**src/source/exu_settings.svh**
```systemverilog
`ifndef EXU_SETTINGS_SVH
`define EXU_SETTINGS_SVH

// data and address width of the execute path
`define XLEN 32

// data memory depth, counted in words
`define DMEM_WORDS 256

// cycles between an accepted lsu request and its response
`define LSU_LATENCY 2

`endif

```
**src/source/exu_pkg.sv**
```systemverilog
`default_nettype none

`include "exu_settings.svh"

package exu_pkg;

  // access size, same encoding as load/store funct3
  typedef enum logic [2:0] {
    mem_b  = 3'b000,
    mem_h  = 3'b001,
    mem_w  = 3'b010,
    mem_bu = 3'b100,
    mem_hu = 3'b101
  } mem_func_t;

  typedef logic [`XLEN-1:0] word_t;

  typedef logic [11:0] csr_addr_t;

  typedef logic [4:0] reg_addr_t; // x0..x31

endpackage

`default_nettype wire

```
**src/source/rv_isa_pkg.sv**
```systemverilog
`default_nettype none

package rv_isa_pkg;

  // major opcodes, inst[6:2] as produced by the decoder
  typedef enum logic [4:0] {
    op_load   = 5'b00000,
    op_calri  = 5'b00100,
    op_auipc  = 5'b00101,
    op_store  = 5'b01000,
    op_calrr  = 5'b01100,
    op_lui    = 5'b01101,
    op_branch = 5'b11000,
    op_jalr   = 5'b11001,
    op_jal    = 5'b11011,
    op_sys    = 5'b11100
  } opcode_t;

  // branch conditions in funct3 encoding
  typedef enum logic [2:0] {
    beq  = 3'b000,
    bne  = 3'b001,
    blt  = 3'b100,
    bge  = 3'b101,
    bltu = 3'b110,
    bgeu = 3'b111
  } br_funct_t;

  // alu ops, funcs picks sub / sra
  typedef enum logic [2:0] {
    alu_add  = 3'b000,
    alu_sll  = 3'b001,
    alu_slt  = 3'b010,
    alu_sltu = 3'b011,
    alu_xor  = 3'b100,
    alu_sr   = 3'b101,
    alu_or   = 3'b110,
    alu_and  = 3'b111
  } alu_funct_t;

  localparam logic [11:0] csr_mepc   = 12'h341;
  localparam logic [11:0] csr_mcause = 12'h342;

  localparam int unsigned cause_ecall_m = 11; // environment call from m-mode

endpackage

`default_nettype wire

```
**src/source/alu.sv**
```systemverilog
`timescale 1ns/1ps
`default_nettype none

module alu (
  input  exu_pkg::word_t         alu_a,
  input  exu_pkg::word_t         alu_b,
  input  rv_isa_pkg::alu_funct_t funct,
  input  logic                   funcs,
  output exu_pkg::word_t         val
);
  import exu_pkg::*;
  import rv_isa_pkg::*;

  logic [4:0] shamt;
  word_t      sra_val;

  assign shamt = alu_b[4:0];
  // kept apart so the shift stays signed
  assign sra_val = $signed(alu_a) >>> shamt;

  always_comb begin
    case (funct)
      alu_add:  val = funcs ? alu_a - alu_b : alu_a + alu_b;
      alu_sll:  val = alu_a << shamt;
      alu_slt:  val = word_t'($signed(alu_a) < $signed(alu_b)); // 0 or 1
      alu_sltu: val = word_t'(alu_a < alu_b);
      alu_xor:  val = alu_a ^ alu_b;
      alu_sr:   val = funcs ? sra_val : alu_a >> shamt;
      alu_or:   val = alu_a | alu_b;
      alu_and:  val = alu_a & alu_b;
      default:  val = '0;
    endcase
  end

endmodule

`default_nettype wire

```
**config.mk**
```make
export PLATFORM = sky130hd
export DESIGN_NAME = alu
export DESIGN_NICKNAME = d
export VERILOG_FILES = /design/src/source/exu_pkg.sv /design/src/source/rv_isa_pkg.sv /design/src/source/alu.sv
export VERILOG_INCLUDE_DIRS = /design/src /design/src/source
export SDC_FILE = /design/constraint.sdc
export NUM_CORES = 1
export LEC_CHECK = 0
export BUFFER_PORTS_ARGS = -buffer_cell sky130_fd_sc_hd__buf_2
export CAP_MARGIN = 5
export CORE_MARGIN = 10
export CORE_UTILIZATION = 35
export DETAILED_ROUTE_END_ITERATION = 10
export PLACE_DENSITY = 0.51
export SLEW_MARGIN = 20
export SYNTH_ARGS = -nofsm -noshare
export SYNTH_HDL_FRONTEND = slang
export SYNTH_SLANG_ARGS = --single-unit
```
**constraint.sdc**
```tcl
create_clock -name vclk -period 7.96
set_clock_uncertainty 0.1 [all_clocks]
set_input_delay 1.592 -clock vclk [all_inputs]
set_output_delay 1.592 -clock vclk [all_outputs]
set_load 0.03 [all_outputs]
```
# [Word level (Yosys, flattened, before mapping)]
# Index checks and enable logic that the tools add are counted.
[classes] order_cmp=2 shifts=3 reduce_logical=1 eq_ne=7 mux=3 n_addsub=2 n_bitwise=3
[op_table] op="$pmux W32 S8" n=1
[op_table] op="$lt A32 B32 Y1" n=2
[op_table] op="$mux W32" n=2
[op_table] op="$add A32 B32 Y32" n=1
[op_table] op="$and A32 B32 Y32" n=1
[op_table] op="$or A32 B32 Y32" n=1
[op_table] op="$shl A32 B5 Y32" n=1
[op_table] op="$shr A32 B5 Y32" n=1
[op_table] op="$sshr A32 B5 Y32" n=1
[op_table] op="$sub A32 B32 Y32" n=1
[op_table] op="$xor A32 B32 Y32" n=1
[op_table] op="$eq A3 B3 Y1 const B" n=4
[op_table] op="$eq A3 B2 Y1 const B" n=2
[op_table] op="$eq A3 B1 Y1 const B" n=1
[op_table] op="$logic_not A3 Y1" n=1
[totals] regBits=0 in_bits=68

# [Longest topological paths before layout]
[depth] ltp_word=3 depth_mapped=14 depth_no_buf=13

# [Least setup slack after synthesis]
# OpenSTA, ideal clock, no wires.
[synth_path] path_type="input to output" from="in alu_b[1]" to="out val[28]" required_ns=6.268 t_arrival_ns=5.391 n_path_buf=3 setup_slack_ns=0.877 path_stages=14 cell_sequence="inv_1 buf_1 clkbuf_1 clkbuf_1 fa_1 nand2b_1 a221oi_1 o311ai_1 a311o_1 o31ai_4 nand4_1 a22oi_1 xnor2_1 o21ai_0"
[synth_via] elab_chain_len=3
[synth_rtl] element="start: declaration" line_no="alu.sv:6" rtl="input exu_pkg::word_t alu_b,"
[synth_rtl] element="$add A32 B32 Y32 (tied with other cells)" line_no="alu.sv:23" rtl="alu_add: val = funcs ? alu_a - alu_b : alu_a + alu_b;"
[synth_rtl] element="$mux W32 (on tied branches)" line_no="alu.sv:23, alu.sv:28"
[synth_rtl] element="$pmux W32 S8 (*)" line_no="alu.sv:22" rtl="case (funct)"
[synth_rtl] element="end: declaration" line_no="alu.sv:9" rtl="output exu_pkg::word_t val"
# Mark *: on every way between the ends. The rest lies on a longest branch, timed or not.

# [Worst setup path after layout]
[layout_path] from="in alu_a[9]" to="out val[21]"
[layout_via] elab_chain_len=3
[layout_rtl] element="start: declaration" line_no="alu.sv:5" rtl="input exu_pkg::word_t alu_a,"
[layout_rtl] element="$add A32 B32 Y32 (tied with other cells)" line_no="alu.sv:23"
[layout_rtl] element="$mux W32 (on tied branches)" line_no="alu.sv:23, alu.sv:28"
[layout_rtl] element="$pmux W32 S8 (*)" line_no="alu.sv:22"
# Marks and branches as above.

==> results.cfg <==
[outcome]
outcome = completed

[synth]
yosys_warnings = 0
ys_seq_area_share_pct = 0
synthTopCellsByArea = ha_1 (14%), mux2i_1 (11%), o21ai_0 (8.7%)
synthDistinctLibCells = 77
syn_area_per_cell_um2 = 6.385
synth_nets = 1498
synth_top_area_share_pct = 14.28
synth_top_cell_by_area = ha_1
syn_area_um2 = 8498
yosysMostFrequentCell = nor2_1
yosys-top-cells-count = nor2_1 (166), o21ai_0 (148), a21oi_1 (132)
syn_inst = 1331

[timing]
period_minus_slack_ns = 6.795
slew_violations = 0
setup_viol = 0
rsz0062_at_grt = false
timing.hold.ws_ns = 3.814
fin_crit_sh_pct = 85.37
tns_ns = 0
hold_viol = 0
max_slew_margin_pct = 39.61
tightest_slew_ns = 0.9059
max_freq_ghz = 0.1472

[setup_path]
slowest_delay_ns = 0.70
critPathSlowestCell = a21oi_1
worstPathArrival_ns = 5.10
path_cells = buf_2, inv_1, ha_1, nor4_2, nand3b_1, nand2_1, a31oi_1, a31oi_1, o211ai_1, a21oi_1, a2111oi_0, a211o_1, buf_2
worst-setup-path-type = input port to output pin
crit_required_ns = 6.27
cp-start-kind = input port
crit_path_max_fanout = 11
crit_path_end_kind = output pin

[route]
via_per_inst = 6.320
num_vias = 10520
routed_wl_mm = 40.92
wl_per_cell_um = 24.58
drcViolationCount = 0
drtIter0Drc = 1747
first_pass_iters = 6
ant_nets = 0

[cts]
ctsHoldBuffers = 0
cts_resized = 0
cts_setup_buffers = 0

[layout]
seq_area_um2 = 0
area_growth_pct = 7.612
fin_util_pct = 38.61
seq_cell_count = 0
nets = 1515
multi_input_area_um2 = 7691
layout-drive-gt1-share_pct = 11.89
final.fill_count = 2739
antennaDiodeCount = 0
design_area_um2 = 9145
clkbuf_count = 0

[grt]
grtUsageTotal_pct = 25.17
overflow = 0
grt_first_pass_wirelength_mm = 61.73
grt_pass1_vias = 10040
antenna_found_initial = 0
grt_max_degree = 77

[die]
core_um2 = 23680
dieArea_um2 = 30910
die_width_um = 175.8
core.rowCount = 56
start_util_pct = 35.88
die_h_um = 175.8
ioPinCount = 100

[placed_design]
io_buffers = 100
dpl_cell_area_um2 = 9143
gp_congestion = 0.9976
dp_hpwl_mm = 32.05

[power_and_ir_drop]
peakVddDrop_mv = 0.03714
p_per_area_nw_per_um2 = 81.37
finalPower_uw = 744.1
p_leak_uw = 0.004172

[min_path]
holdPathStages = 6
hp-class = input port to output pin

[run]
cap_violations = 0
worst max-delay path: cells and delay by family:
| kind | cells | cell delay, ns |
|---|---|---|
| AO/OA/AOI/OAI | 6 | 1.94 |
| adder cells (fa/ha/maj) | 1 | 0.46 |
| buffers and inverters | 3 | 0.48 |
| AND/OR/NAND/NOR | 3 | 0.63 |
cell usage in the layout, fill, tap and decap left out, drive strengths merged, types with 5 or more instances in the layout:
cell type / instances
nor4: 10
o22ai: 7
nor2: 166
nand2b: 17
mux4: 13
or3: 11
mux2i: 90
xnor2: 21
o31ai: 8
nor2b: 6
a211o: 14
o311ai: 6
ha: 97
nand3: 15
a21oi: 132
inv: 113
a222oi: 8
mux2: 10
a211oi: 15
a31oi: 14
o211ai: 31
o21ai: 149
a221oi: 15
a22oi: 13
o21bai: 6
nor3: 26
and3: 7
a31o: 5
nand2: 101
o31a: 5
a21o: 20
buf: 117
o221ai: 10
routing by layer:
metal | vias up | track usage [%] | share of wire [%]
met3 | 62 | 4.225 | 10
met2 | 622 | 39.14 | 44
met5 | - | 0 | 0
li1 | 4876 | - | -
met4 | 0 | 5.228 | 2.2
met1 | 4963 | 35.44 | 44
final cells by class:
type                            instances  share of cell area (%)
Inverter                              113                   4.638
Multi-Input combinational cell       1116                   84.10
Tap cell                              319                   4.364
Timing Repair Buffer                  117                   6.896
stage by stage:
step                cells  setup WS [ns]
finish               1665          1.165
detailed placement   1665          1.226
floorplan            1331         0.8771
CTS                  1665          1.210
global route         1665         0.8464
global placement     1665          1.291
final timing paths:
path      start  endpoint  slack (ns)
max    alu_a[9]   val[21]        1.16
min   alu_b[29]   val[30]        3.81
report_power, final:
part | leakage, uW | total [uW] | switching [uW] | internal, uW
Combinational | 0.00417 | 744 | 502 | 242
Sequential | 0 | 0 | 0 | 0
Clock | 0 | 0 | 0 | 0
cell families (layout without fill, tap and decap cells):
group	count (synthesis)	after routing	share of synthesized area [%]
compound gates	499	499	37.87
simple gates	381	381	19.92
buf+inv	215	230	9.614
xor+xnor	24	24	2.474
mux	113	113	15.37
fa+ha+maj	99	99	14.75
No activity file was read; power rests on OpenSTA's default activity.
