**config.mk**
```make
export PLATFORM = sky130hd
export DESIGN_NAME = exu_flat
export DESIGN_NICKNAME = d
export VERILOG_FILES = /design/src/source/exu_pkg.sv /design/src/source/rv_isa_pkg.sv /design/src/source/lsu_if.sv /design/src/source/exu.sv /design/src/flat_wrapper.sv
export VERILOG_INCLUDE_DIRS = /design/src /design/src/source
export SDC_FILE = /design/constraint.sdc
export NUM_CORES = 1
export LEC_CHECK = 0
export BUFFER_PORTS_ARGS = -buffer_cell sky130_fd_sc_hd__buf_2
export CORE_AREA = 2 2 201 203
export CTS_BUF_LIST = sky130_fd_sc_hd__clkbuf_2 sky130_fd_sc_hd__clkbuf_4 sky130_fd_sc_hd__clkbuf_8
export DETAILED_ROUTE_END_ITERATION = 12
export DIE_AREA = 0 0 203 205
export PLACE_DENSITY = 0.56
export SYNTH_ARGS = -nofsm -noshare
export SYNTH_HDL_FRONTEND = slang
export SYNTH_SLANG_ARGS = --single-unit
export TNS_END_PERCENT = 1
```
**constraint.sdc**
```tcl
create_clock -name clk -period 11.25 [get_ports clk]
set_input_delay 2.25 -clock clk [delete_from_list [all_inputs] [get_ports clk]]
set_output_delay 2.25 -clock clk [all_outputs]
set_load 0.01 [all_outputs]
```
**src/source/exu_settings.svh**
```systemverilog
`ifndef EXU_SETTINGS_SVH
`define EXU_SETTINGS_SVH

// data and address width of the execute path
`define XLEN 32

// data memory depth, counted in words
`define DMEM_WORDS 256

// cycles between an accepted lsu request and its response
`define LSU_LATENCY 2

`endif

```
**src/source/exu_pkg.sv**
```systemverilog
`default_nettype none

`include "exu_settings.svh"

package exu_pkg;

  // access size, same encoding as load/store funct3
  typedef enum logic [2:0] {
    mem_b  = 3'b000,
    mem_h  = 3'b001,
    mem_w  = 3'b010,
    mem_bu = 3'b100,
    mem_hu = 3'b101
  } mem_func_t;

  typedef logic [`XLEN-1:0] word_t;

  typedef logic [11:0] csr_addr_t;

  typedef logic [4:0] reg_addr_t; // x0..x31

endpackage

`default_nettype wire

```
**src/source/rv_isa_pkg.sv**
```systemverilog
`default_nettype none

package rv_isa_pkg;

  // major opcodes, inst[6:2] as produced by the decoder
  typedef enum logic [4:0] {
    op_load   = 5'b00000,
    op_calri  = 5'b00100,
    op_auipc  = 5'b00101,
    op_store  = 5'b01000,
    op_calrr  = 5'b01100,
    op_lui    = 5'b01101,
    op_branch = 5'b11000,
    op_jalr   = 5'b11001,
    op_jal    = 5'b11011,
    op_sys    = 5'b11100
  } opcode_t;

  // branch conditions in funct3 encoding
  typedef enum logic [2:0] {
    beq  = 3'b000,
    bne  = 3'b001,
    blt  = 3'b100,
    bge  = 3'b101,
    bltu = 3'b110,
    bgeu = 3'b111
  } br_funct_t;

  // alu ops, funcs picks sub / sra
  typedef enum logic [2:0] {
    alu_add  = 3'b000,
    alu_sll  = 3'b001,
    alu_slt  = 3'b010,
    alu_sltu = 3'b011,
    alu_xor  = 3'b100,
    alu_sr   = 3'b101,
    alu_or   = 3'b110,
    alu_and  = 3'b111
  } alu_funct_t;

  localparam logic [11:0] csr_mepc   = 12'h341;
  localparam logic [11:0] csr_mcause = 12'h342;

  localparam int unsigned cause_ecall_m = 11; // environment call from m-mode

endpackage

`default_nettype wire

```
**src/source/lsu_if.sv**
```systemverilog
`timescale 1ns/1ps
`default_nettype none

// load channel between exu and lsu
interface lsu_rd_if;
  import exu_pkg::*;

  logic      req_valid;
  logic      req_ready;
  word_t     addr;
  mem_func_t func;
  logic      res_valid;
  logic      res_ready;
  word_t     rdata;

  modport exu (output req_valid, addr, func, res_ready,
               input  req_ready, res_valid, rdata);
  modport lsu (input  req_valid, addr, func, res_ready,
               output req_ready, res_valid, rdata);
endinterface

// store channel, response carries no data
interface lsu_wr_if;
  import exu_pkg::*;

  logic      req_valid;
  logic      req_ready;
  word_t     addr;
  mem_func_t func;
  word_t     wdata;
  logic      res_valid;
  logic      res_ready;

  modport exu (output req_valid, addr, func, wdata, res_ready,
               input  req_ready, res_valid);
  modport lsu (input  req_valid, addr, func, wdata, res_ready,
               output req_ready, res_valid);
endinterface

`default_nettype wire

```
**src/source/exu.sv**
```systemverilog
`timescale 1ns/1ps
`default_nettype none

module exu (
  input  logic                  clk,
  input  logic                  rstn,
  input  exu_pkg::word_t        pc,
  input  exu_pkg::word_t        src1,
  input  exu_pkg::word_t        src2,
  input  exu_pkg::word_t        imm,
  input  exu_pkg::word_t        csr,
  input  rv_isa_pkg::opcode_t   opcode,
  input  logic [2:0]            funct,
  input  exu_pkg::reg_addr_t    rd,
  input  exu_pkg::word_t        alu_val,
  input  logic                  id_valid,
  output logic                  id_ready,
  output exu_pkg::word_t        npc,
  output logic                  gpr_wen,
  output exu_pkg::reg_addr_t    gpr_waddr,
  output exu_pkg::word_t        gpr_wdata,
  output logic                  csr_wen1,
  output exu_pkg::csr_addr_t    csr_waddr1,
  output exu_pkg::word_t        csr_wdata1,
  output logic                  csr_wen2,
  output exu_pkg::csr_addr_t    csr_waddr2,
  output exu_pkg::word_t        csr_wdata2,
  lsu_rd_if.exu                 rd_port,
  lsu_wr_if.exu                 wr_port
);
  import exu_pkg::*;
  import rv_isa_pkg::*;

  typedef enum logic [1:0] {st_idle, st_mem, st_wb} state_t;

  state_t state;
  logic   fire, is_load, is_store, csr_op, ecall, csr_jump, br_taken;
  logic   id_gpr_wen, id_csr_wen1;
  logic   rd_res_hs, wr_res_hs;
  word_t  id_gpr_wdata, npc_base, npc_inc, npc_sum;

  assign id_ready = (state == st_idle); // busy while a load/store is out
  assign fire     = id_valid & id_ready;
  assign is_load  = (opcode == op_load);
  assign is_store = (opcode == op_store);
  assign csr_op   = (opcode == op_sys) && (funct != 3'b000);
  assign csr_jump = (opcode == op_sys) && (funct == 3'b000); // ecall or mret
  assign ecall    = csr_jump && (imm[11:0] == 12'h000);

  assign rd_res_hs = rd_port.res_valid & rd_port.res_ready;
  assign wr_res_hs = wr_port.res_valid & wr_port.res_ready;

  // compare result from the alu, zero flag for beq/bne
  always_comb begin
    case (br_funct_t'(funct))
      beq:       br_taken = ~|alu_val;
      bne:       br_taken = |alu_val;
      blt, bltu: br_taken = alu_val[0];
      bge, bgeu: br_taken = ~alu_val[0];
      default:   br_taken = 1'b0;
    endcase
  end

  always_comb begin
    case (opcode)
      op_jal, op_jalr: npc_inc = imm;
      op_branch:       npc_inc = br_taken ? imm : word_t'(4);
      op_sys:          npc_inc = csr_jump ? '0 : word_t'(4);
      default:         npc_inc = word_t'(4);
    endcase
  end

  assign npc_base = (opcode == op_jalr) ? src1 : (csr_jump ? csr : pc);
  assign npc_sum  = npc_base + npc_inc;
  assign npc      = npc_sum & ~word_t'(1);

  always_comb begin
    case (opcode)
      op_lui, op_auipc, op_jal, op_jalr, op_calri, op_calrr: id_gpr_wen = 1'b1;
      op_sys:  id_gpr_wen = csr_op; // csr read lands in rd
      default: id_gpr_wen = 1'b0;   // load writes back later
    endcase
  end

  assign id_gpr_wdata = csr_op ? csr : alu_val;
  assign id_csr_wen1  = csr_op | ecall;

  // mcause write is fixed
  assign csr_waddr2 = csr_mcause;
  assign csr_wdata2 = word_t'(cause_ecall_m);

  always_ff @(posedge clk) begin
    if (rstn) begin
      state             <= st_idle;
      gpr_wen           <= 1'b0;
      csr_wen1          <= 1'b0;
      csr_wen2          <= 1'b0;
      rd_port.req_valid <= 1'b0;
      rd_port.res_ready <= 1'b0;
      wr_port.req_valid <= 1'b0;
      wr_port.res_ready <= 1'b0;
    end else begin
      gpr_wen  <= 1'b0; // pulses only
      csr_wen1 <= 1'b0;
      csr_wen2 <= 1'b0;
      case (state)
        st_idle: begin
          if (fire && is_load) begin
            rd_port.req_valid <= 1'b1;
            rd_port.res_ready <= 1'b1;
            state             <= st_mem;
          end else if (fire && is_store) begin
            wr_port.req_valid <= 1'b1;
            wr_port.res_ready <= 1'b1;
            state             <= st_mem;
          end else if (fire) begin
            gpr_wen  <= id_gpr_wen;
            csr_wen1 <= id_csr_wen1;
            csr_wen2 <= ecall;
          end
        end
        st_mem: begin
          if (rd_port.req_ready) rd_port.req_valid <= 1'b0;
          if (wr_port.req_ready) wr_port.req_valid <= 1'b0;
          if (rd_res_hs) begin
            rd_port.res_ready <= 1'b0;
            gpr_wen           <= 1'b1;
            state             <= st_wb;
          end
          if (wr_res_hs) begin
            wr_port.res_ready <= 1'b0;
            state             <= st_idle; // store done on the response edge
          end
        end
        default: state <= st_idle; // st_wb, one cycle for the load pulse
      endcase
    end
  end

  always_ff @(posedge clk) begin
    if (fire) begin
      gpr_waddr     <= rd;
      gpr_wdata     <= id_gpr_wdata;
      csr_waddr1    <= csr_op ? imm[11:0] : csr_mepc;
      csr_wdata1    <= alu_val;
      rd_port.addr  <= alu_val;
      rd_port.func  <= mem_func_t'(funct);
      wr_port.addr  <= alu_val;
      wr_port.func  <= mem_func_t'(funct);
      wr_port.wdata <= src2;
    end
    if (rd_res_hs) gpr_wdata <= rd_port.rdata;
  end

endmodule

`default_nettype wire

```
**src/flat_wrapper.sv**
```systemverilog
// flat-port wrapper written by rule: the top's interface ports become plain ports
module exu_flat import exu_pkg::*; import rv_isa_pkg::*;
  (clk, rstn, pc, src1, src2, imm, csr, opcode, funct, rd, alu_val, id_valid, id_ready, npc, gpr_wen, gpr_waddr, gpr_wdata, csr_wen1, csr_waddr1, csr_wdata1, csr_wen2, csr_waddr2, csr_wdata2, rd_port_req_valid, rd_port_addr, rd_port_func, rd_port_res_ready, rd_port_req_ready, rd_port_res_valid, rd_port_rdata, wr_port_req_valid, wr_port_addr, wr_port_func, wr_port_wdata, wr_port_res_ready, wr_port_req_ready, wr_port_res_valid);
  lsu_rd_if rd_port_i ();
  lsu_wr_if wr_port_i ();
  input  logic clk;
  input  logic rstn;
  input  exu_pkg::word_t pc;
  input  exu_pkg::word_t src1;
  input  exu_pkg::word_t src2;
  input  exu_pkg::word_t imm;
  input  exu_pkg::word_t csr;
  input  rv_isa_pkg::opcode_t opcode;
  input  logic [2:0] funct;
  input  exu_pkg::reg_addr_t rd;
  input  exu_pkg::word_t alu_val;
  input  logic id_valid;
  output logic id_ready;
  output exu_pkg::word_t npc;
  output logic gpr_wen;
  output exu_pkg::reg_addr_t gpr_waddr;
  output exu_pkg::word_t gpr_wdata;
  output logic csr_wen1;
  output exu_pkg::csr_addr_t csr_waddr1;
  output exu_pkg::word_t csr_wdata1;
  output logic csr_wen2;
  output exu_pkg::csr_addr_t csr_waddr2;
  output exu_pkg::word_t csr_wdata2;
  output wire logic [$bits(rd_port_i.req_valid)-1:0] rd_port_req_valid;
  output wire logic [$bits(rd_port_i.addr)-1:0] rd_port_addr;
  output wire logic [$bits(rd_port_i.func)-1:0] rd_port_func;
  output wire logic [$bits(rd_port_i.res_ready)-1:0] rd_port_res_ready;
  input wire logic [$bits(rd_port_i.req_ready)-1:0] rd_port_req_ready;
  input wire logic [$bits(rd_port_i.res_valid)-1:0] rd_port_res_valid;
  input wire logic [$bits(rd_port_i.rdata)-1:0] rd_port_rdata;
  output wire logic [$bits(wr_port_i.req_valid)-1:0] wr_port_req_valid;
  output wire logic [$bits(wr_port_i.addr)-1:0] wr_port_addr;
  output wire logic [$bits(wr_port_i.func)-1:0] wr_port_func;
  output wire logic [$bits(wr_port_i.wdata)-1:0] wr_port_wdata;
  output wire logic [$bits(wr_port_i.res_ready)-1:0] wr_port_res_ready;
  input wire logic [$bits(wr_port_i.req_ready)-1:0] wr_port_req_ready;
  input wire logic [$bits(wr_port_i.res_valid)-1:0] wr_port_res_valid;
  assign rd_port_req_valid = rd_port_i.req_valid;
  assign rd_port_addr = rd_port_i.addr;
  assign rd_port_func = rd_port_i.func;
  assign rd_port_res_ready = rd_port_i.res_ready;
  assign rd_port_i.req_ready = rd_port_req_ready;
  assign rd_port_i.res_valid = rd_port_res_valid;
  assign rd_port_i.rdata = rd_port_rdata;
  assign wr_port_req_valid = wr_port_i.req_valid;
  assign wr_port_addr = wr_port_i.addr;
  assign wr_port_func = wr_port_i.func;
  assign wr_port_wdata = wr_port_i.wdata;
  assign wr_port_res_ready = wr_port_i.res_ready;
  assign wr_port_i.req_ready = wr_port_req_ready;
  assign wr_port_i.res_valid = wr_port_res_valid;
  exu u_core (.clk(clk), .rstn(rstn), .pc(pc), .src1(src1), .src2(src2), .imm(imm), .csr(csr), .opcode(opcode), .funct(funct), .rd(rd), .alu_val(alu_val), .id_valid(id_valid), .id_ready(id_ready), .npc(npc), .gpr_wen(gpr_wen), .gpr_waddr(gpr_waddr), .gpr_wdata(gpr_wdata), .csr_wen1(csr_wen1), .csr_waddr1(csr_waddr1), .csr_wdata1(csr_wdata1), .csr_wen2(csr_wen2), .csr_waddr2(csr_waddr2), .csr_wdata2(csr_wdata2), .rd_port(rd_port_i), .wr_port(wr_port_i));
endmodule
```
# After elaboration in Yosys (flattened, before gate mapping)
# Cells that the tools add are included.
[word_totals] register_bits=125 out_inout_bits=267
[classes] addsub=1 eq_ne=24 n_mux=31 bitwise=7 reduce_logical=24
[ops] op="two-way mux 32 bit" count=6
[ops] op="case mux 32 bit (3 select lines)" count=1
[ops] op="adder 32 bit" count=1
[ops] op="OR reduction 32 bit" count=1
[ops] op="equality test 5 bit (second input constant)" count=4
[ops] op="equality test 5 x 4 -> 1 bit (second input constant)" count=3
[ops] op="equality test 3 bit (second input constant)" count=4
[ops] op="logical NOT 12 bit" count=1
[ops] op="case mux 1 bit (2 select lines)" count=6
[ops] op="two-way mux 1 bit" count=11
[ops] op="equality test 5 x 3 -> 1 bit (second input constant)" count=2
[ops] op="!= test 2 bit (second input constant)" count=5
[ops] op="two-way mux 2 bit" count=4
[ops] op="AND reduction 4 bit" count=2
[ops] op="AND reduction 3 bit" count=2
[ops] op="OR reduction 2 bit" count=3
[ops] op="OR reduction 6 bit" count=1
[ops] op="logical AND 1 bit" count=5
[ops] op="logical NOT 5 bit" count=1
[ops] op="OR reduction 5 bit" count=1
[ops] op="!= test 2 x 1 -> 1 bit (second input constant)" count=2
[ops] op="case mux 1 bit (4 select lines)" count=1
[ops] op="case mux 2 bit (2 select lines)" count=1
[ops] op="nonzero test 2 bit" count=2
[ops] op="other kinds (13)" count=17

# Logic depth before layout (Yosys ltp)
[depth] word_depth=7 ltp_mapped=17 ltp_nobuf=17

# Worst setup path after synthesis
# Ideal clock, no wire load.
[synth_timing] path_kind="input -> output" startpoint="input funct[2]" endpoint="output npc[30]" arrival_time_ps=5913 path_slack_ps=3087 cell_stages=16 cell_sequence="nor3_4 > and4_1 > buf_4 > clkbuf_1 > mux2i_1 > o21ai_0 > ha_1 > a21o_1 > a21o_1 > a2111oi_0 > nor3b_1 > o21ai_0 > nand4b_1 > a41oi_1 > nor3_1 > a311o_1"
[synth_via] elab_chain_cells=6 word_cells_on_any_way=16 classes_between="add/sub: 1; eq/ne: 5; mux: 6; reduce/logical: 4"
[synth_lines] item="start, declared" line_no="flat_wrapper.sv:14" rtl="input logic [2:0] funct;"
[synth_lines] item="equality test 3 bit" line_no="exu.sv:55" rtl="case (br_funct_t'(funct))"
[synth_lines] item="OR reduction 2 bit" line_no="exu.sv:55"
[synth_lines] item="case mux 1 bit (4 select lines)" line_no="exu.sv:55"
[synth_lines] item="two-way mux 32 bit" line_no="exu.sv:67" rtl="op_branch: npc_inc = br_taken ? imm : word_t'(4);"
[synth_lines] item="case mux 32 bit (3 select lines)" line_no="exu.sv:65" rtl="case (opcode)"
[synth_lines] item="adder 32 bit (*)" line_no="exu.sv:74" rtl="assign npc_sum = npc_base + npc_inc;"
[synth_lines] item="end, declared" line_no="flat_wrapper.sv:19" rtl="output exu_pkg::word_t npc;"
# Mark *: on every way between the ends. The rest lies on a longest branch, timed or not.

# Final worst setup path
[layout_timing] startpoint="input alu_val[16]" endpoint="output npc[30]"
[layout_via] elab_chain_cells=6
[layout_lines] item="start, declared" line_no="flat_wrapper.sv:16" rtl="input exu_pkg::word_t alu_val;"
[layout_lines] item="OR reduction 32 bit (*)" line_no="exu.sv:56, exu.sv:57"
[layout_lines] item="logical NOT 1 bit" line_no="exu.sv:56" rtl="beq: br_taken = ~|alu_val;"
[layout_lines] item="case mux 1 bit (4 select lines) (*)" line_no="exu.sv:55"
[layout_lines] item="two-way mux 32 bit (*)" line_no="exu.sv:67"
[layout_lines] item="case mux 32 bit (3 select lines) (*)" line_no="exu.sv:65"
[layout_lines] item="adder 32 bit (*)" line_no="exu.sv:74"
# Marked as above.

==> flow_metrics.env <==
export IMPL_antenna_found_initial=8
export IMPL_finalMaxSlewViolations=0
export IMPL_p_leak_nw=4.92
export IMPL_dp_cells=1738
export IMPL_route_met2_wl_um=16900
export IMPL_grt_overflow=0
export IMPL_setup_violations=0
export IMPL_highest_layer="met5"
export IMPL_clkPwrFrac=0.360
export IMPL_fin_nets=1507
export IMPL_dr_total_vias=7780
export IMPL_place_hpwl_um=28700
export IMPL_dpl_cell_area_um2=10400
export IMPL_via_per_inst=4.38
export IMPL_fmaxAchievable_mhz=106
export IMPL_wl_per_cell_um=19.2
export IMPL_dr_pass1_iters=6
export IMPL_cts_resized=0
export IMPL_worst_clock_skew_ns=0.0159
export IMPL_synth_adder_area_share=0.0483
export IMPL_p_int_uw=886
export IMPL_synthSimpleGateAreaFrac=0.174
export IMPL_seq_power_share=0.437
export IMPL_die_x_um=203
export IMPL_synth_top_family_by_area="simple AND/OR/NAND/NOR gates"
export IMPL_design_area_um2=10900
export IMPL_min_period_ns=9.46
export IMPL_start_util=0.208
export IMPL_synth_xor_area_frac=0.0310
export IMPL_cts_tree="yes"
export IMPL_ys_ff_latch=125
export IMPL_synthArstFlopShare=0
export IMPL_grt_use_total=0.155
export IMPL_wl_um=34100
export IMPL_fp_dieH_um=205
export IMPL_switchingPower_uw=367
export IMPL_insertion_delay_ns=0.47
export IMPL_cp_max_fo=22
export IMPL_worst_slack_ns=1.79
export IMPL_crit_reg2reg_launch="u_core.state[1]$_SDFFE_PP0P_"
export IMPL_ctsHoldBuffers=0
export IMPL_cap_violations=0
export IMPL_cts_htree_levels=4
export IMPL_cts_sinks=125
export IMPL_wl_met3_um=2470
export IMPL_crit_path_end_kind="output port"
export IMPL_ys_seq_area_frac=0.448
export IMPL_ant_nets=0
export IMPL_synthMuxAreaShare=0.0405
export IMPL_crit_type="primary input to output port"
export IMPL_numPortBuffers=465
export IMPL_synth_distinct_cells=59
export IMPL_worst_ep_arrival_time_ns=7.21
export IMPL_hold_path_startpoint="u_core.state[1]$_SDFFE_PP0P_"
export IMPL_status="finished clean"
export IMPL_final_common_cell="buf_2"
export IMPL_stdcell_count=1776
export IMPL_clock_root_buffer="clkbuf_8"
export IMPL_finalHoldViolations=0
export IMPL_io_pins=511
export IMPL_syn_inst=840
export IMPL_switching_share=0.293
export IMPL_synth_area_per_cell_um2=9.74
export IMPL_ir_drop_mv=0.0650
export IMPL_design_core_area_um2=39400
export IMPL_clkTransAtPathRegs_ns=0.07
export IMPL_rows=73
export IMPL_met1_length_um=14100
export IMPL_synth_edff_count=116
export IMPL_slew_headroom=0.376
export IMPL_syn_to_final_growth_pct=33.3
export IMPL_grt_pass1_vias=7281
export IMPL_period_share=0.841
export IMPL_cts_buffers=17
export IMPL_ys_warnings_count=0
export IMPL_clock_path_buffers=2
export IMPL_worst_slew_pin_slew_ns=0.937
export IMPL_post_cts_buffers=0
export IMPL_grt_pass1_wl_um=46700
export IMPL_cp_data_required_time_ns=9.00
export IMPL_drtIter0Drc=565
export IMPL_synth_compound_area_frac=0.136
export IMPL_syn_cell_area_um2=8180
export IMPL_finalPower_mw=1.25
export IMPL_hp_class="flip-flop to flip-flop"
export IMPL_ys_flop_type="edfxtp_1"
export IMPL_grt_start_max_net_pins=70
export IMPL_final_layout_size_suffix_gt1_frac=0.420
export IMPL_nFillCells=4177
export IMPL_die_area_um2=41600
export IMPL_timing_setup_tns_ns=0
export IMPL_place_gp_congestion=0.908
export IMPL_startpoint_type="primary input"
export IMPL_critPathLaunch="alu_val[16]"
export IMPL_rsz0062_at_grt="no"
export IMPL_whs_ns=0.459
export IMPL_finalCoreUtilization=0.277
export IMPL_powerDensity_nw_per_um2=115
export IMPL_combPwrFrac=0.202
export IMPL_dpl_worst_slack_ns=1.50
export IMPL_drc=0
export IMPL_final_cell_mix="465 x buf_2, 128 x nand2_1, 116 x edfxtp_1"
[cell usage after synthesis (10+ instances only)]
| library cell | instances | share of area |
|---|---|---|
| and2_1 | 41 | 0.031 |
| a31oi_1 | 37 | 0.028 |
| mux2i_1 | 32 | 0.039 |
| nor2_1 | 58 | 0.027 |
| a21o_1 | 23 | 0.021 |
| edfxtp_1 | 116 | 0.43 |
| o21ai_0 | 40 | 0.024 |
| a21oi_1 | 29 | 0.018 |
| inv_1 | 10 | 0.0046 |
| clkbuf_1 | 29 | 0.013 |
| buf_4 | 113 | 0.10 |
| nor4_1 | 13 | 0.0099 |
| xnor2_1 | 21 | 0.022 |
| nand2_1 | 130 | 0.060 |
| ha_1 | 30 | 0.046 |
[final timing paths]
check	end	slack (ns)	cells past startpoint
min	u_core.gpr_wen$_SDFF_PP0_	0.46	1
min reg2reg	u_core.gpr_wen$_SDFF_PP0_	0.46	1
max reg2reg	u_core.rd_port.addr[30]$_DFFE_PP_	9.05	4
max	npc[30]	1.79	17
[cells by family (layout without fill, tap and decap cells)]
logic type               after synthesis  count (layout)
adder cells (fa/ha/maj)               31              31
AND/OR/NAND/NOR                      299             299
other                                  2              51
XOR/XNOR                              29              29
flip-flops                           125             125
AO/OA/AOI/OAI                        168             168
multiplexers                          33              33
buffers and inverters                153             515
[routing by layer]
metal / vias up / track usage
li1: 3644 / -
met1: 3703 / 0.191
met2: 397 / 0.266
met3: 34 / 0.0356
met4: 2 / 0.0498
met5: - / 0
[flip-flops by register name (all words and copies together) (netlist names), 2 cells and up]
name                  flops
u_core.state              2
u_core.gpr_waddr          5
u_core.wr_port.wdata     32
u_core.gpr_wdata         32
u_core.csr_waddr1        12
u_core.wr_port.func       3
u_core.rd_port.addr      32
[critical path, stage by stage]
cell and delay (ns):
buf_2 0.11, nor4_1 0.51, nand4_1 0.42, o221ai_1 0.30, o31a_1 0.66, and2_1 0.23, ha_1 0.29, a21o_1 0.19
a21o_1 0.18, a2111oi_0 0.55, nor3b_1 0.11, o21ai_0 0.17, nand4b_1 0.25, a41oi_1 0.43, nor3_1 0.10, a311o_1 0.28
buf_2 0.15
[power by group through the flow]
stage / clock (mW) / combinational, mW / sequential [mW]
after global placement: 0 / 0.254 / 0.558
after global routing: 0.479 / 0.275 / 0.550
after floorplan: 0 / 0.130 / 0.571
final: 0.452 / 0.253 / 0.548
after CTS: 0.462 / 0.255 / 0.548
after detailed placement: 0 / 0.254 / 0.559
[layout make-up]
class / instances / area (um2) / area share
flip-flops and latches: 125 / 3660 / 0.336
clock buffers: 18 / 241 / 0.0221
repair buffers: 473 / 2390 / 0.219
multi-input cells: 605 / 3700 / 0.339
well taps: 525 / 657 / 0.0602
clock inverters: 14 / 204 / 0.0187
diodes: 6 / 15.0 / 0.00138
inverters: 10 / 38.8 / 0.00356
Note: power is estimated with default switching activity, not from simulation.
